`config.mk`:
```
export PLATFORM = sky130hd
export DESIGN_NAME = ram_arbiter_flat
export DESIGN_NICKNAME = d
export VERILOG_FILES = /design/src/design/wb_bus_pkg.sv /design/src/design/wb_if.sv /design/src/design/ram_arbiter.sv /design/src/flat_wrapper.sv
export SDC_FILE = /design/constraint.sdc
export NUM_CORES = 1
export LEC_CHECK = 0
export ABC_AREA = 1
export BUFFER_PORTS_ARGS = -buffer_cell sky130_fd_sc_hd__buf_4
export CAP_MARGIN = 40
export CORE_AREA = 3 3 121 123
export DETAILED_ROUTE_END_ITERATION = 7
export DIE_AREA = 0 0 124 126
export PLACE_DENSITY = 0.47
export SKIP_CTS_REPAIR_TIMING = 1
export SYNTH_ARGS = -nofsm -noshare
export SYNTH_HDL_FRONTEND = slang
export SYNTH_SLANG_ARGS = --single-unit
```
`constraint.sdc`:
```
create_clock -name HCLK -period 2.05 [get_ports HCLK]
set_input_delay 0.41 -clock HCLK [delete_from_list [all_inputs] [get_ports HCLK]]
set_output_delay 0.41 -clock HCLK [all_outputs]
set_load 0.005 [all_outputs]
```
`src/design/wb_bus_pkg.sv`:
```
// Wishbone bus package: address, data and byte-select widths and vector types
package wb_bus_pkg;

  ////////////////////////////////////////////////////////////////////
  // Bus widths
  ////////////////////////////////////////////////////////////////////

  // Byte address width
  localparam int WB_ADDR_W = 32;

  // Data word width
  localparam int WB_DATA_W = 32;

  // One select line per byte lane
  localparam int WB_SEL_W = WB_DATA_W / 8;

  ////////////////////////////////////////////////////////////////////
  // Vector types
  ////////////////////////////////////////////////////////////////////

  // Byte address as seen on adr
  typedef logic [WB_ADDR_W-1:0] wb_addr_t;

  // Data word on dat_w and dat_r
  typedef logic [WB_DATA_W-1:0] wb_data_t;

  // Byte-lane selects, bit n enables byte n
  typedef logic [WB_SEL_W-1:0] wb_sel_t;

endpackage : wb_bus_pkg

```
`src/design/wb_if.sv`:
```
// Classic Wishbone single-transfer link between one master and one slave
interface wb_if;

  // Request side, driven by the master
  logic                  cyc;
  logic                  stb;
  logic                  we;
  wb_bus_pkg::wb_addr_t  adr;
  wb_bus_pkg::wb_data_t  dat_w;
  wb_bus_pkg::wb_sel_t   sel;

  // Response side, driven by the slave
  wb_bus_pkg::wb_data_t  dat_r;
  logic                  ack;
  logic                  err;

  // Master holds request until ack or err
  modport master (
    output cyc, stb, we, adr, dat_w, sel,
    input  dat_r, ack, err
  );

  // Slave answers each request with one ack or one err
  modport slave (
    input  cyc, stb, we, adr, dat_w, sel,
    output dat_r, ack, err
  );

endinterface : wb_if

```
`src/design/ram_arbiter.sv`:
```
// Round-robin arbiter joining the fetch and data masters onto one RAM port
module ram_arbiter
  import wb_bus_pkg::*;
(
  input  logic HCLK,
  input  logic rst_n_i,
  wb_if.slave  ins,
  wb_if.slave  dat,
  wb_if.master ram
);

  logic       req_ins;
  logic       req_dat;
  logic       done;
  // Bit 0 fetch port, bit 1 data port
  logic [1:0] gnt;
  logic [1:0] lock_gnt_q;
  logic       lock_q;
  // Reset to 0 so data wins the first tie
  logic       last_dat_q;

  assign req_ins = ins.cyc && ins.stb;
  assign req_dat = dat.cyc && dat.stb;
  assign done    = ram.ack || ram.err;

  ////////////////////////////////////////////////////////////////////
  // Grant
  ////////////////////////////////////////////////////////////////////

  always_comb begin
    if (lock_q) begin
      gnt = lock_gnt_q;
    end else if (req_ins && req_dat) begin
      // Tie goes to the port not served last
      gnt = last_dat_q ? 2'b01 : 2'b10;
    end else begin
      gnt = {req_dat, req_ins};
    end
  end

  always_ff @(posedge HCLK) begin
    if (!rst_n_i) begin
      lock_q     <= 1'b0;
      lock_gnt_q <= 2'b00;
      last_dat_q <= 1'b0;
    end else begin
      // Hold grant until the RAM answers
      lock_q     <= ram.cyc && ram.stb && !done;
      lock_gnt_q <= gnt;
      if (done) begin
        last_dat_q <= gnt[1];
      end
    end
  end

  ////////////////////////////////////////////////////////////////////
  // Request mux and response steering
  ////////////////////////////////////////////////////////////////////

  always_comb begin
    if (gnt[1]) begin
      ram.cyc   = dat.cyc;
      ram.stb   = dat.stb;
      ram.we    = dat.we;
      ram.adr   = dat.adr;
      ram.dat_w = dat.dat_w;
      ram.sel   = dat.sel;
    end else begin
      ram.cyc   = ins.cyc && gnt[0];
      ram.stb   = ins.stb && gnt[0];
      ram.we    = ins.we;
      ram.adr   = ins.adr;
      ram.dat_w = ins.dat_w;
      ram.sel   = ins.sel;
    end
  end

  // Only the granted master sees the answer
  assign ins.ack   = ram.ack && gnt[0];
  assign ins.err   = ram.err && gnt[0];
  assign ins.dat_r = gnt[0] ? ram.dat_r : '0;
  assign dat.ack   = ram.ack && gnt[1];
  assign dat.err   = ram.err && gnt[1];
  assign dat.dat_r = gnt[1] ? ram.dat_r : '0;

  assert property (@(posedge HCLK) disable iff (!rst_n_i) $onehot0(gnt))
    else $error("ram_arbiter: more than one grant");

  // Open RAM transfer keeps its owner
  assert property (@(posedge HCLK) disable iff (!rst_n_i)
                   (ram.cyc && ram.stb && !done) |=> $stable(gnt))
    else $error("ram_arbiter: grant moved during a transfer");

endmodule : ram_arbiter

```
`src/flat_wrapper.sv`:
```
// flat-port wrapper written by rule: the top's interface ports become plain ports
module ram_arbiter_flat import wb_bus_pkg::*;
  (HCLK, rst_n_i, ins_cyc, ins_stb, ins_we, ins_adr, ins_dat_w, ins_sel, ins_dat_r, ins_ack, ins_err, dat_cyc, dat_stb, dat_we, dat_adr, dat_dat_w, dat_sel, dat_dat_r, dat_ack, dat_err, ram_cyc, ram_stb, ram_we, ram_adr, ram_dat_w, ram_sel, ram_dat_r, ram_ack, ram_err);
  wb_if ins_i ();
  wb_if dat_i ();
  wb_if ram_i ();
  input  logic HCLK;
  input  logic rst_n_i;
  input wire logic [$bits(ins_i.cyc)-1:0] ins_cyc;
  input wire logic [$bits(ins_i.stb)-1:0] ins_stb;
  input wire logic [$bits(ins_i.we)-1:0] ins_we;
  input wire logic [$bits(ins_i.adr)-1:0] ins_adr;
  input wire logic [$bits(ins_i.dat_w)-1:0] ins_dat_w;
  input wire logic [$bits(ins_i.sel)-1:0] ins_sel;
  output wire logic [$bits(ins_i.dat_r)-1:0] ins_dat_r;
  output wire logic [$bits(ins_i.ack)-1:0] ins_ack;
  output wire logic [$bits(ins_i.err)-1:0] ins_err;
  input wire logic [$bits(dat_i.cyc)-1:0] dat_cyc;
  input wire logic [$bits(dat_i.stb)-1:0] dat_stb;
  input wire logic [$bits(dat_i.we)-1:0] dat_we;
  input wire logic [$bits(dat_i.adr)-1:0] dat_adr;
  input wire logic [$bits(dat_i.dat_w)-1:0] dat_dat_w;
  input wire logic [$bits(dat_i.sel)-1:0] dat_sel;
  output wire logic [$bits(dat_i.dat_r)-1:0] dat_dat_r;
  output wire logic [$bits(dat_i.ack)-1:0] dat_ack;
  output wire logic [$bits(dat_i.err)-1:0] dat_err;
  output wire logic [$bits(ram_i.cyc)-1:0] ram_cyc;
  output wire logic [$bits(ram_i.stb)-1:0] ram_stb;
  output wire logic [$bits(ram_i.we)-1:0] ram_we;
  output wire logic [$bits(ram_i.adr)-1:0] ram_adr;
  output wire logic [$bits(ram_i.dat_w)-1:0] ram_dat_w;
  output wire logic [$bits(ram_i.sel)-1:0] ram_sel;
  input wire logic [$bits(ram_i.dat_r)-1:0] ram_dat_r;
  input wire logic [$bits(ram_i.ack)-1:0] ram_ack;
  input wire logic [$bits(ram_i.err)-1:0] ram_err;
  assign ins_i.cyc = ins_cyc;
  assign ins_i.stb = ins_stb;
  assign ins_i.we = ins_we;
  assign ins_i.adr = ins_adr;
  assign ins_i.dat_w = ins_dat_w;
  assign ins_i.sel = ins_sel;
  assign ins_dat_r = ins_i.dat_r;
  assign ins_ack = ins_i.ack;
  assign ins_err = ins_i.err;
  assign dat_i.cyc = dat_cyc;
  assign dat_i.stb = dat_stb;
  assign dat_i.we = dat_we;
  assign dat_i.adr = dat_adr;
  assign dat_i.dat_w = dat_dat_w;
  assign dat_i.sel = dat_sel;
  assign dat_dat_r = dat_i.dat_r;
  assign dat_ack = dat_i.ack;
  assign dat_err = dat_i.err;
  assign ram_cyc = ram_i.cyc;
  assign ram_stb = ram_i.stb;
  assign ram_we = ram_i.we;
  assign ram_adr = ram_i.adr;
  assign ram_dat_w = ram_i.dat_w;
  assign ram_sel = ram_i.sel;
  assign ram_i.dat_r = ram_dat_r;
  assign ram_i.ack = ram_ack;
  assign ram_i.err = ram_err;
  ram_arbiter u_core (.HCLK(HCLK), .rst_n_i(rst_n_i), .ins(ins_i), .dat(dat_i), .ram(ram_i));
endmodule
```
==> metrics.txt <==
Post-Synth Simple-Gate Area=75.02%; core box area=13770 um2; final wirelength=10.43 mm; HPWL Detailed=8.996 mm; # IOs=317; Mapped Nets=546; drc violations=0; Worst Tran Pin Value=0.5885 ns; Yosys top cell area share=54.09%; vias in the first global route=3047; Syn. warnings=0; worst hold path depth=3; initial core utilization=10.98%; WS Path Type=reg -> out; fmax=0.5179 GHz; status=finished, final reports clean; Clock Pin Slew Worst Setup and Hold Paths=0.03 ns; Post-DRT Antenna Nets=0; Crit. End Element=output port; first-pass GRT wire length=14.88 mm; FP Rows=43; Routability Congestion=0.8880; CTS Buf Count=3; synthesized area=1513 um2; largest family of logic cells by synthesized area=simple AND/OR/NAND/NOR gates; fraction of synthesized area in multiplexers=0%; max cap viols=0; # port buffers=316; Final setup viols=0; Avg Cell Area, Syn=4.111 um2; Max clock buf depth=2; RSZ-0062 raised after global routing=no; Final period util=94.18%; Initial DRT Pass Iterations=4; Period minus WS final=1.931 ns; CTS tree=built; crit-path max FO=40; sequential element share of the synthesized area=5.294%; starting DRC count in detailed routing=81; initial antenna violation count=0; Die ar.=15620 um2; ANT cells=0; Compound-Gate Fraction of Synth Area=0.9098%; Hold Path Class=in -> reg; Cell variety after synth=14; Area Growth Syn to Fin=176.5%; Synth area leader=nand2_1; chip width=124 um; startpoint types=flop; Arrival @ worst endpoint=1.52 ns; largest net degree at the start of global routing=43; Yosys reg bits=4; number of cells on the worst reg-to-reg path=6; ratio of cells with drive above 1 in the final layout=49.26%; nets=854; Gate power share=68.9%; clock skew=0.001551 ns; P_int=0.0008368 W; Switching Share=31.77%; Adder-Cell Fraction of Synth Area=0%; sequential fraction of design power=6.8%; dpl ws=0.1060 ns; Synth Area in XOR/XNOR=0%; Clock Latency Late Sink=0.22 ns; WP data required=1.64 ns; final hold violation count=0; chip height=126 um; GR Overflow Total=0; Synth Instances=368; total number of vias=3171; top cells by area, synth=nand2_1 54%, nor2_1 19%, inv_1 9.7%; WHS=0.5023 ns; Rel. slew slack=60.46%; H-Tree Depth=1; Max VDD drop=266.6 uV; All-Layer GR Usage=11.92%; total power=0.001226 W; Clock power frac=24.4%; Root Buffer=clkbuf_16; wire per inst=12.21 um; Sink Count=4; Lkg Pwr=2.709 nW; Max Slew Vio Count=0; drt via density=3.713; switching pwr=0.0003897 W; final worst slack=0.1193 ns; PwrDens=293.2 nW/um2; setup TNS=0 ns
==> power by group through the flow <==
stage / combinational (W) / sequential [W] / clock, W
after global routing: 0.000935 / 0.0000832 / 0.000312
after detailed placement: 0.000852 / 0.0000838 / 0
after global placement: 0.000852 / 0.0000840 / 0
final: 0.000845 / 0.0000830 / 0.000299
after floorplan: 0.000262 / 0.0000835 / 0
after CTS: 0.000856 / 0.0000828 / 0.000304
==> cell families (layout without fill, tap and decap cells) <==
logic type / Yosys count / after routing
compound gates: 2 / 2
buf+inv: 62 / 368
flops: 4 / 4
simple gates: 300 / 300
==> metal layers <==
layer	wire [um]	vias to the layer above	global-route usage (%)
met5	0	-	0
met4	76	0	1.804
met3	1025	4	2.470
met2	5518	167	23.19
met1	3808	1336	13.25
li1	-	1664	-
==> flip-flops by register name, indices dropped and copies added (netlist names) <==
register,count
u_core.last_dat_q,1
u_core.lock_gnt_q,2
u_core.lock_q,1
==> stage by stage <==
stage / cells / instance area (um2) / utilization, %
after floorplan: 368 / 1513 / -
after global placement: 851 / 4098 / 29.75
after detailed placement: 851 / 4098 / 29.75
after CTS: 854 / 4173 / 30.30
after global routing: 854 / 4183 / 30.37
final: 854 / 4183 / 30.37
==> final cells by class <==
| cell class | instances | area (um2) |
|---|---|---|
| Inverter | 41 | 153.9 |
| Tap cell | 180 | 225.2 |
| Sequential cell | 4 | 80.08 |
| Fill cell | 1562 | 9590 |
| Timing Repair Buffer | 324 | 2490 |
| Multi-Input combinational cell | 302 | 1159 |
| Clock buffer | 3 | 75.07 |
==> critical path, cell delays in order, from the launching register on <==
cell and delay (ns):
dfxtp_1 0.39, nor2_2 0.09, a21oi_4 0.28, buf_12 0.24, nand2_1 0.11, nand2_1 0.07
buf_4 0.10
==> layout by cell type, fill, tap and decap left out, drive strengths merged <==
cell,synthesis,final
inv,40,41
dfxtp,4,4
nand3,4,4
o21ai,1,1
nor2,76,76
nor3,1,1
nand2,219,219
a21oi,1,1
buf,21,324
clkbuf,0,3
==> Yosys cell counts <==
cell type / instances
nand2_1: 218
nor3_1: 1
a21oi_2: 1
nand2_2: 1
buf_4: 5
clkinv_1: 1
inv_2: 1
nor2_1: 76
inv_1: 39
dfxtp_1: 4
buf_2: 14
buf_6: 2
o21ai_1: 1
nand3_1: 4
==> worst paths after layout <==
path	start	endpoint	slack, ns
max	u_core.lock_q$_SDFF_PN0_	ram_sel[2]	0.12
min	rst_n_i	u_core.lock_gnt_q[0]$_SDFF_PN0_	0.50
max reg2reg	u_core.lock_q$_SDFF_PN0_	u_core.last_dat_q$_SDFFE_PN0N_	0.69
min reg2reg	u_core.last_dat_q$_SDFFE_PN0N_	u_core.last_dat_q$_SDFFE_PN0N_	0.68
Power figures use the tool's default switching activity.
