==> config.mk <==
export PLATFORM = sky130hd
export DESIGN_NAME = mmio_catcher_flat
export DESIGN_NICKNAME = d
export VERILOG_FILES = /design/src/design/wb_bus_pkg.sv /design/src/design/pma_pkg.sv /design/src/design/wb_if.sv /design/src/design/mmio_catcher.sv /design/src/flat_wrapper.sv
export SDC_FILE = /design/constraint.sdc
export NUM_CORES = 1
export LEC_CHECK = 0
export BUFFER_PORTS_ARGS = -buffer_cell sky130_fd_sc_hd__buf_4
export CAP_MARGIN = 15
export CORE_AREA = 2 2 75 77
export DETAILED_ROUTE_END_ITERATION = 10
export DIE_AREA = 0 0 77 79
export GPL_TIMING_DRIVEN = 0
export PLACE_DENSITY = 0.74
export RECOVER_POWER = 100
export REMOVE_ABC_BUFFERS = 1
export SLEW_MARGIN = 20
export SYNTH_ARGS = -nofsm -noshare
export SYNTH_HDL_FRONTEND = slang
export SYNTH_SLANG_ARGS = --single-unit
==> constraint.sdc <==
create_clock -name HCLK -period 1.9 [get_ports HCLK]
set_input_delay 0.19 -clock HCLK [delete_from_list [all_inputs] [get_ports HCLK]]
set_output_delay 0.19 -clock HCLK [all_outputs]
set_load 0.02 [all_outputs]
==> src/design/wb_bus_pkg.sv <==
// Wishbone bus package: address, data and byte-select widths and vector types
package wb_bus_pkg;

  ////////////////////////////////////////////////////////////////////
  // Bus widths
  ////////////////////////////////////////////////////////////////////

  // Byte address width
  localparam int WB_ADDR_W = 32;

  // Data word width
  localparam int WB_DATA_W = 32;

  // One select line per byte lane
  localparam int WB_SEL_W = WB_DATA_W / 8;

  ////////////////////////////////////////////////////////////////////
  // Vector types
  ////////////////////////////////////////////////////////////////////

  // Byte address as seen on adr
  typedef logic [WB_ADDR_W-1:0] wb_addr_t;

  // Data word on dat_w and dat_r
  typedef logic [WB_DATA_W-1:0] wb_data_t;

  // Byte-lane selects, bit n enables byte n
  typedef logic [WB_SEL_W-1:0] wb_sel_t;

endpackage : wb_bus_pkg

==> src/design/pma_pkg.sv <==
// Physical memory attribute package: fixed address map, region and port kinds
package pma_pkg;
  import wb_bus_pkg::*;

  ////////////////////////////////////////////////////////////////////
  // Address map
  ////////////////////////////////////////////////////////////////////

  // First RAM byte, RAM depth set by the top level
  localparam wb_addr_t RAM_BASE = 32'h8000_0000;

  // Test-status word, written by the program at the end of a test
  localparam wb_addr_t TOHOST_ADDR = 32'h8000_1000;

  // Character output word
  localparam wb_addr_t UART_TX_ADDR = 32'h8000_1080;

  ////////////////////////////////////////////////////////////////////
  // Decode results
  ////////////////////////////////////////////////////////////////////

  // Region hit by one address
  typedef enum logic [1:0] {
    REGION_RAM,
    REGION_TOHOST,
    REGION_UART,
    REGION_NONE
  } pma_region_e;

  // Which core port a checker guards, picks the access rights
  typedef enum logic {
    PORT_INS,
    PORT_DAT
  } pma_port_e;

endpackage : pma_pkg

==> src/design/wb_if.sv <==
// Classic Wishbone single-transfer link between one master and one slave
interface wb_if;

  // Request side, driven by the master
  logic                  cyc;
  logic                  stb;
  logic                  we;
  wb_bus_pkg::wb_addr_t  adr;
  wb_bus_pkg::wb_data_t  dat_w;
  wb_bus_pkg::wb_sel_t   sel;

  // Response side, driven by the slave
  wb_bus_pkg::wb_data_t  dat_r;
  logic                  ack;
  logic                  err;

  // Master holds request until ack or err
  modport master (
    output cyc, stb, we, adr, dat_w, sel,
    input  dat_r, ack, err
  );

  // Slave answers each request with one ack or one err
  modport slave (
    input  cyc, stb, we, adr, dat_w, sel,
    output dat_r, ack, err
  );

endinterface : wb_if

==> src/design/mmio_catcher.sv <==
// MMIO catcher: TOHOST test-status register and UART character strobe
module mmio_catcher
  import wb_bus_pkg::*;
  import pma_pkg::*;
(
  input  logic       HCLK,
  input  logic       rst_n_i,
  wb_if.slave        bus,
  output wb_data_t   tohost_o,
  output logic       test_done_o,
  output logic       test_pass_o,
  output logic       uart_valid_o,
  output logic [7:0] uart_char_o
);

  logic       req;
  logic       wr;
  logic       ack_q;
  wb_data_t   tohost_q;
  logic       uart_valid_q;
  logic [7:0] uart_char_q;

  assign req = bus.cyc && bus.stb;
  // First sampled cycle of a write
  assign wr  = req && bus.we && !ack_q;

  always_ff @(posedge HCLK) begin
    if (!rst_n_i) begin
      ack_q        <= 1'b0;
      tohost_q     <= '0;
      uart_valid_q <= 1'b0;
    end else begin
      // One-cycle ack
      ack_q        <= req && !ack_q;
      uart_valid_q <= wr && (bus.adr == UART_TX_ADDR);
      if (wr && (bus.adr == TOHOST_ADDR)) begin
        tohost_q <= bus.dat_w;
      end
    end
  end

  // Character byte, qualified by the strobe
  always_ff @(posedge HCLK) begin
    if (wr && (bus.adr == UART_TX_ADDR)) begin
      uart_char_q <= bus.dat_w[7:0];
    end
  end

  assign bus.ack   = ack_q;
  assign bus.err   = 1'b0;
  assign bus.dat_r = tohost_q;

  // Status decode, 1 means pass
  assign tohost_o     = tohost_q;
  assign test_done_o  = tohost_q[0];
  assign test_pass_o  = (tohost_q == wb_data_t'(1));
  assign uart_valid_o = uart_valid_q;
  assign uart_char_o  = uart_char_q;

endmodule : mmio_catcher

==> src/flat_wrapper.sv <==
// flat-port wrapper written by rule: the top's interface ports become plain ports
module mmio_catcher_flat import wb_bus_pkg::*; import pma_pkg::*;
  (HCLK, rst_n_i, tohost_o, test_done_o, test_pass_o, uart_valid_o, uart_char_o, bus_cyc, bus_stb, bus_we, bus_adr, bus_dat_w, bus_sel, bus_dat_r, bus_ack, bus_err);
  wb_if bus_i ();
  input  logic HCLK;
  input  logic rst_n_i;
  output wb_data_t tohost_o;
  output logic test_done_o;
  output logic test_pass_o;
  output logic uart_valid_o;
  output logic [7:0] uart_char_o;
  input wire logic [$bits(bus_i.cyc)-1:0] bus_cyc;
  input wire logic [$bits(bus_i.stb)-1:0] bus_stb;
  input wire logic [$bits(bus_i.we)-1:0] bus_we;
  input wire logic [$bits(bus_i.adr)-1:0] bus_adr;
  input wire logic [$bits(bus_i.dat_w)-1:0] bus_dat_w;
  input wire logic [$bits(bus_i.sel)-1:0] bus_sel;
  output wire logic [$bits(bus_i.dat_r)-1:0] bus_dat_r;
  output wire logic [$bits(bus_i.ack)-1:0] bus_ack;
  output wire logic [$bits(bus_i.err)-1:0] bus_err;
  assign bus_i.cyc = bus_cyc;
  assign bus_i.stb = bus_stb;
  assign bus_i.we = bus_we;
  assign bus_i.adr = bus_adr;
  assign bus_i.dat_w = bus_dat_w;
  assign bus_i.sel = bus_sel;
  assign bus_dat_r = bus_i.dat_r;
  assign bus_ack = bus_i.ack;
  assign bus_err = bus_i.err;
  mmio_catcher u_core (.HCLK(HCLK), .rst_n_i(rst_n_i), .bus(bus_i), .tohost_o(tohost_o), .test_done_o(test_done_o), .test_pass_o(test_pass_o), .uart_valid_o(uart_valid_o), .uart_char_o(uart_char_o));
endmodule
==> results of run 1 <==
==> per-layer routing <==
metal  routed length, microns  GRT usage, %  vias up
li1                         -             -      896
met1                     1864         17.23      789
met2                     2374         27.81       81
met3                      446         5.341        6
met4                       53         5.179        0
met5                        0             0        -
==> stage by stage <==
stage / worst slack, ps / hold slack (ps) / total power [mW] / area (sq um)
after floorplan: -784.4 / 288.9 / 0.9530 / 1704
after global placement: -1355 / 379.4 / 1.081 / 2875
after detailed placement: -112.8 / 379.3 / 1.083 / 2920
after CTS: 9.123 / 70.57 / 1.638 / 3005
after global routing: 48.89 / 88.90 / 1.682 / 2714
final: 190.2 / 106.9 / 1.610 / 2714
==> worst reg2reg max path, stage by stage (launching register included) <==
cell	delay (ps)
dfxtp_1	310
and3b_1	220
nand4_1	150
nor4b_4	300
buf_6	280
buf_6	190
mux2i_1	190
==> cells in the mapped netlist <==
cell	count
nor4b_1	1
buf_4	34
and2_1	1
and4_1	1
and3b_1	1
nand2_1	65
and3_1	2
clkbuf_1	7
dfxtp_1	34
mux2i_1	32
nor4b_4	1
buf_6	3
nor4_1	12
nor4b_2	3
edfxtp_1	8
nor2_1	2
conb_1	1
nand4_1	3
==> cells by family after synthesis <==
kind of cell / after synthesis
flip-flops: 42
other: 1
multiplexers: 32
AND/OR/NAND/NOR: 92
buffers and inverters: 44
==> how the worst max path moves through the flow <==
| stage | from | to | slack (ps) | depth (start not counted) |
|---|---|---|---|---|
| floorplan | u_core.bus.ack | u_core.bus.dat_r[0] | -780 | 4 |
| global placement | bus_adr[13] | u_core.bus.dat_r[1] | -1360 | 5 |
| detailed placement | bus_adr[13] | u_core.bus.dat_r[22] | -110 | 8 |
| CTS | u_core.bus.ack | u_core.bus.dat_r[22] | 9 | 7 |
| global route | u_core.bus.dat_r[20] | test_pass_o | 50 | 4 |
| finish | u_core.bus.ack | u_core.bus.dat_r[22] | 190 | 6 |
==> area by class of cell <==
type / instances / area (sq um) / area share [%]
Tap cell: 72 / 90.09 / 3.320
Timing Repair Buffer: 147 / 834.6 / 30.75
Clock inverter: 3 / 16.27 / 0.5994
Sequential cell: 42 / 920.9 / 33.93
Clock buffer: 5 / 68.82 / 2.536
Multi-Input combinational cell: 125 / 783.3 / 28.86
==> state kept, by name, summed over array words and instances, names as in the netlist <==
name,flops
u_core.bus.dat_r,32
u_core.uart_char_o,8
u_core.bus.ack,1
u_core.uart_valid_o,1
==> power breakdown <==
group / leakage (nW) / total, mW / switching (mW) / internal, mW
Sequential: 0.346 / 0.907 / 0.000393 / 0.906
Combinational: 0.662 / 0.154 / 0.0538 / 0.0999
Clock: 0.0416 / 0.550 / 0.298 / 0.251
Total: 1.05 / 1.61 / 0.352 / 1.26
==> results by group, run 1 <==
Timing
  • Crit share post-route: about 90%
  • Min Tclk post-route: around 1700 ps
  • Setup_tns: 0 ps
  • Final Hold Vio Count: 0
  • Clock Skew: 7.501 ps
  • Final slew viol count: 0
  • Worst slew pin tran: 605.2 ps
  • Slew margin rel.: around three fifths
  • Unrepaired setup endpoints after global routing: false
  • Max Clk Rate: about 580 MHz
  • Final setup vio count: 0

Clocking
  • CTS tree: built
  • Clock Pin Slew Worst Setup and Hold Paths: roughly 80 ps
  • Clock tree sinks: between 40 and 50
  • Setup Buffers After CTS: 0
  • Root Buffer: clkbuf_8
  • Total CTS buffers: 5
  • CTS H-tree depth: 2
  • Clk buf depth: 2
  • Worst-Skew Late Latency: 290 ps
  • Hold Buf Count CTS: 0
  • Post-cts resize count: 0

Layout
  • Fillers: roughly 590
  • Final non-filler cell total: around 390
  • Final core occ: 50.84%
  • Layout cells sized above 1: about a quarter
  • Most frequent cells in the layout: clkbuf_1 (75), nand2_1 (65), buf_4 (60)
  • Number of nets in the layout: about 390
  • Most common cell after layout, fill and taps aside: clkbuf_1
  • Antenna diodes: 0
  • Area Overhead vs Synth: 34.39%

Floorplanning
  • FP Rows: 27
  • Starting Density: 37.83%
  • Die Span X: slightly below 80 microns
  • Core area: 5338 sq um
  • Die area: just over 6000 sq um
  • # IOs: 150
  • Die Ht: 79 microns

Setup path
  • Critical Path Start Type: register
  • CP arrival: 1940 ps
  • Critical-path cell list: and3b_1 > nand4_1 > nor4b_4 > buf_6 > buf_6 > mux2i_1
  • Reg2Reg Depth: 6
  • Worst r2r src: u_core.bus.ack
  • CP required: 2130 ps
  • Crit path buf inv count: 2
  • Most frequent CP cell: buf_6
  • Flop-to-flop setup slack: 190 ps
  • Worst path max stage delay: approximately 310 ps
  • Worst path slowest cell: dfxtp_1
  • CP delay by family, top: simple AND/OR/NAND/NOR gates
  • CP Class: reg -> reg
  • Setup crit end kind: register
  • RR Endpoint: u_core.bus.dat_r[22]
  • Worst-path maximum fanout: 19

Logic synthesis
  • Top cells by area, synth: dfxtp_1 (34%), mux2i_1 (16%), buf_4 (13%)
  • Post-synthesis mux area share: 15.86%
  • Yosys warns: 0
  • Seq/Total Area, Yosys: 45.60%
  • Share of the synthesized area in the top cell type: approximately 34%
  • Largest family of logic cells by synthesized area: simple AND/OR/NAND/NOR gates
  • Synth Area in Adders: 0%
  • Post-synth top area cell: dfxtp_1
  • Register bit total from synthesis: between 40 and 50
  • Syn_area_per_cell: 9.571 sq um
  • Post-synthesis compound-gate area fraction: 0%
  • Cells after Synth: approximately 210
  • Synth Area in XOR/XNOR: 0%
  • Synthesized cell area: between 2000 and 2500 sq um
  • Synth unique cells: 18
  • Simple-gate portion of the synthesized area: 22.74%

Routing
  • DRC viols: 0
  • Drt pass-1 iters: 4
  • Routed len/inst: roughly 12 microns
  • Drt via density: 4.497
  • Routed WL: between 4000 and 5000 microns
  • DRT iter0 DRCs: 57
  • Post-route ant nets: 0
  • Via count: ~1800

Global route
  • Vias in the first global route: 1650
  • Initial antenna violation count: 0
  • Grt ovf: 0
  • First-pass GRT wire length: 7624 microns
  • Total Routing Usage GR: between 15 and 20%
  • Largest net degree at the start of global routing: 67

Place
  • DP Wirelength: 3731 microns
  • DP Cell Count: between 300 and 400
  • Routability cong.: between 0.6 and 0.7
  • Port buffer count: 144

Min path
  • Worst Hold Path Cells: 1
  • Hold path startpoint: bus_dat_w[5]
  • Hold crit path type: in -> reg
  • Hold Path End: u_core.uart_char_o[5]

Pwr
  • PwrDens: 593.3 nW/um^2
  • Pleak: between 1 and 1.5 nW
  • Worst VDD drop: 0.0003079 V

Run status
  • Status: completed

Job
  • Max-cap violation count: 0
(Power assumes the default switching activity.)
==> run 2, diff against run 1 <==
--- a/config.mk
+++ b/config.mk
@@ -7,13 +7,15 @@
 export LEC_CHECK = 0
 export BUFFER_PORTS_ARGS = -buffer_cell sky130_fd_sc_hd__buf_4
 export CAP_MARGIN = 15
-export CORE_AREA = 2 2 75 77
+export CORE_AREA = 2 2 104 56
 export DETAILED_ROUTE_END_ITERATION = 10
-export DIE_AREA = 0 0 77 79
+export DIE_AREA = 0 0 106 58
 export GPL_TIMING_DRIVEN = 0
-export PLACE_DENSITY = 0.74
+export PLACE_DENSITY = 0.75
 export RECOVER_POWER = 100
 export REMOVE_ABC_BUFFERS = 1
+export SETUP_SLACK_MARGIN = 0.5
+export SKIP_CTS_REPAIR_TIMING = 1
 export SLEW_MARGIN = 20
 export SYNTH_ARGS = -nofsm -noshare
 export SYNTH_HDL_FRONTEND = slang
==> run 2 against run 1 <==
Combinational power increased by 3%. Flip-flop and latch count unchanged. Core utilization increased by 4.8 points. Via count increased by 4.2%. Critical path depth unchanged. First-iteration DRC count decreased by 7.0%. Sequential power about the same. Critical endpoint is now u_core.bus.dat_r[2].
==> results by group, run 2 (synthesis gave the netlist of run 1 again) <==
Floorplanning
  • Die Span X: between 100 and 150 microns
  • Die Ht: a little under 60 microns
  • FP Rows: 19
  • # IOs: 150
  • Die area: between 6000 and 7000 sq um
  • Starting Density: about two fifths
  • Core area: ~5300 sq um

Layout
  • Finished Cell Area: between 2000 and 3000 sq um
  • Register Area: 920.9 sq um
  • Area Overhead vs Synth: 44.67%
  • Most frequent cells in the layout: buf_4 (72), clkbuf_1 (69), nand2_1 (65)
  • Number of nets in the layout: 406
  • Antenna diodes: 0
  • Area of the multi-input gates: between 800 and 900 sq um
  • Final non-filler cell total: 407
  • Fillers: around 550
  • Number of flip-flops in the largest register: 32
  • Layout cells sized above 1: about a third
  • Most common cell after layout, fill and taps aside: buf_4

Clocking
  • Clk buf depth: 2
  • Clock Pin Slew Worst Setup and Hold Paths: ~80 ps
  • CTS H-tree depth: 2
  • Root Buffer: clkbuf_8
  • Total CTS buffers: 5
  • Worst-Skew Late Latency: roughly 290 ps
  • CTS tree: built
  • Clock tree sinks: between 40 and 50

Timing
  • Clock Skew: 5.745 ps
  • Setup_tns: 0 ps
  • Final slew viol count: 0
  • Worst slew pin tran: 617.0 ps
  • Worst hold slack: 108.6 ps
  • Max Clk Rate: 579.6 MHz
  • Final Hold Vio Count: 0
  • Final setup vio count: 0
  • Crit share post-route: about nine tenths
  • Slew margin rel.: between 50% and 60%
  • Min Tclk post-route: around 1700 ps
  • Unrepaired setup endpoints after global routing: true

Setup path
  • Worst path max stage delay: 410 ps
  • Setup crit end kind: register
  • Worst r2r src: u_core.bus.ack
  • Critical-path cell list: and3b_1 > nand4_1 > nor4b_4 > buf_6 > buf_8 > mux2i_1
  • Flop-to-flop setup slack: 170 ps
  • Critical Path Start Type: register
  • Worst-path maximum fanout: 9
  • CP arrival: just under 2000 ps
  • Worst path slowest cell: nor4b_4
  • Critical Path Start: u_core.bus.ack
  • CP required: ~2100 ps
  • CP Class: reg -> reg

Min path
  • Hold crit path type: in -> reg
  • Hold path startpoint: bus_dat_w[1]

Pwr
  • Pleak: between 1 and 1.5 nW
  • Worst VDD drop: 0.0002674 V
  • PwrDens: ~570 nW/um^2

Routing
  • DRC viols: 0
  • Routed len/inst: about 13 microns
  • Via count: roughly 1800
  • Routed WL: about 5300 microns
  • Drt via density: 4.536
  • Post-route ant nets: 0
  • Drt pass-1 iters: 4
  • DRT iter0 DRCs: 53

Global route
  • First-pass GRT wire length: between 7000 and 8000 microns
  • Grt ovf: 0
  • Initial antenna violation count: 0
  • Largest net degree at the start of global routing: 67
  • Total Routing Usage GR: between 10% and 20%
  • Vias in the first global route: 1582

Place
  • DP Cell Count: approximately 390
  • Routability cong.: between 0.7 and 0.8
  • Dpl cell area: 2918 sq um
  • DP Wirelength: between 4000 and 5000 microns
  • Port buffer count: about 140

Job
  • Max-cap violation count: 0

Run status
  • Status: completed
==> run 2: through the flow <==
step / utilization (%) / setup WS [ps] / total power, mW
5_1_grt: 55.61 / 56.34 / 1.725
3_5_place_dp: 55.54 / -75.24 / 1.087
2_1_floorplan: - / -784.4 / 0.9530
4_1_cts: 57.35 / -17.35 / 1.671
6_report: 55.61 / 174.6 / 1.658
3_3_place_gp: 54.75 / -1442 / 1.083
==> run 2: power breakdown <==
part | internal, mW | switching (mW)
Combinational | 0.101 | 0.0570
Clock | 0.292 | 0.301
Sequential | 0.906 | 0.000320
==> run 2: final cells by class <==
| class | instances | area share [%] |
|---|---|---|
| clock buffers | 6 | 2.827 |
| clock inverters | 2 | 0.4283 |
| multi-input cells | 125 | 28.95 |
| flip-flops and latches | 42 | 31.52 |
| well taps | 73 | 3.126 |
| repair buffers | 159 | 33.15 |
==> run 2: routing by layer <==
| metal | share of wire (%) | vias to the layer above | track usage (%) | wire, microns |
|---|---|---|---|---|
| met5 | 0 | - | 0 | 0 |
| met4 | 0.28 | 0 | 2.820 | 15 |
| met3 | 8.0 | 2 | 5.624 | 428 |
| met2 | 44 | 75 | 26.18 | 2316 |
| met1 | 48 | 848 | 22.28 | 2558 |
| li1 | - | 921 | - | - |
==> run 2: worst max-delay path: cells and delay by family (launching register included) <==
kind	cells	cell delay (ps)
buf+inv	2	320
simple gates	3	830
flops	1	310
mux	1	200
==> run 2: path summary, 6_finish.rpt <==
kind / to / depth (start not counted)
worst max register to register: u_core.bus.dat_r[2] / 6
worst min-delay path: u_core.uart_char_o[1] / 1
worst max-delay path: u_core.bus.dat_r[2] / 6
worst min register to register: u_core.bus.dat_r[8] / 2
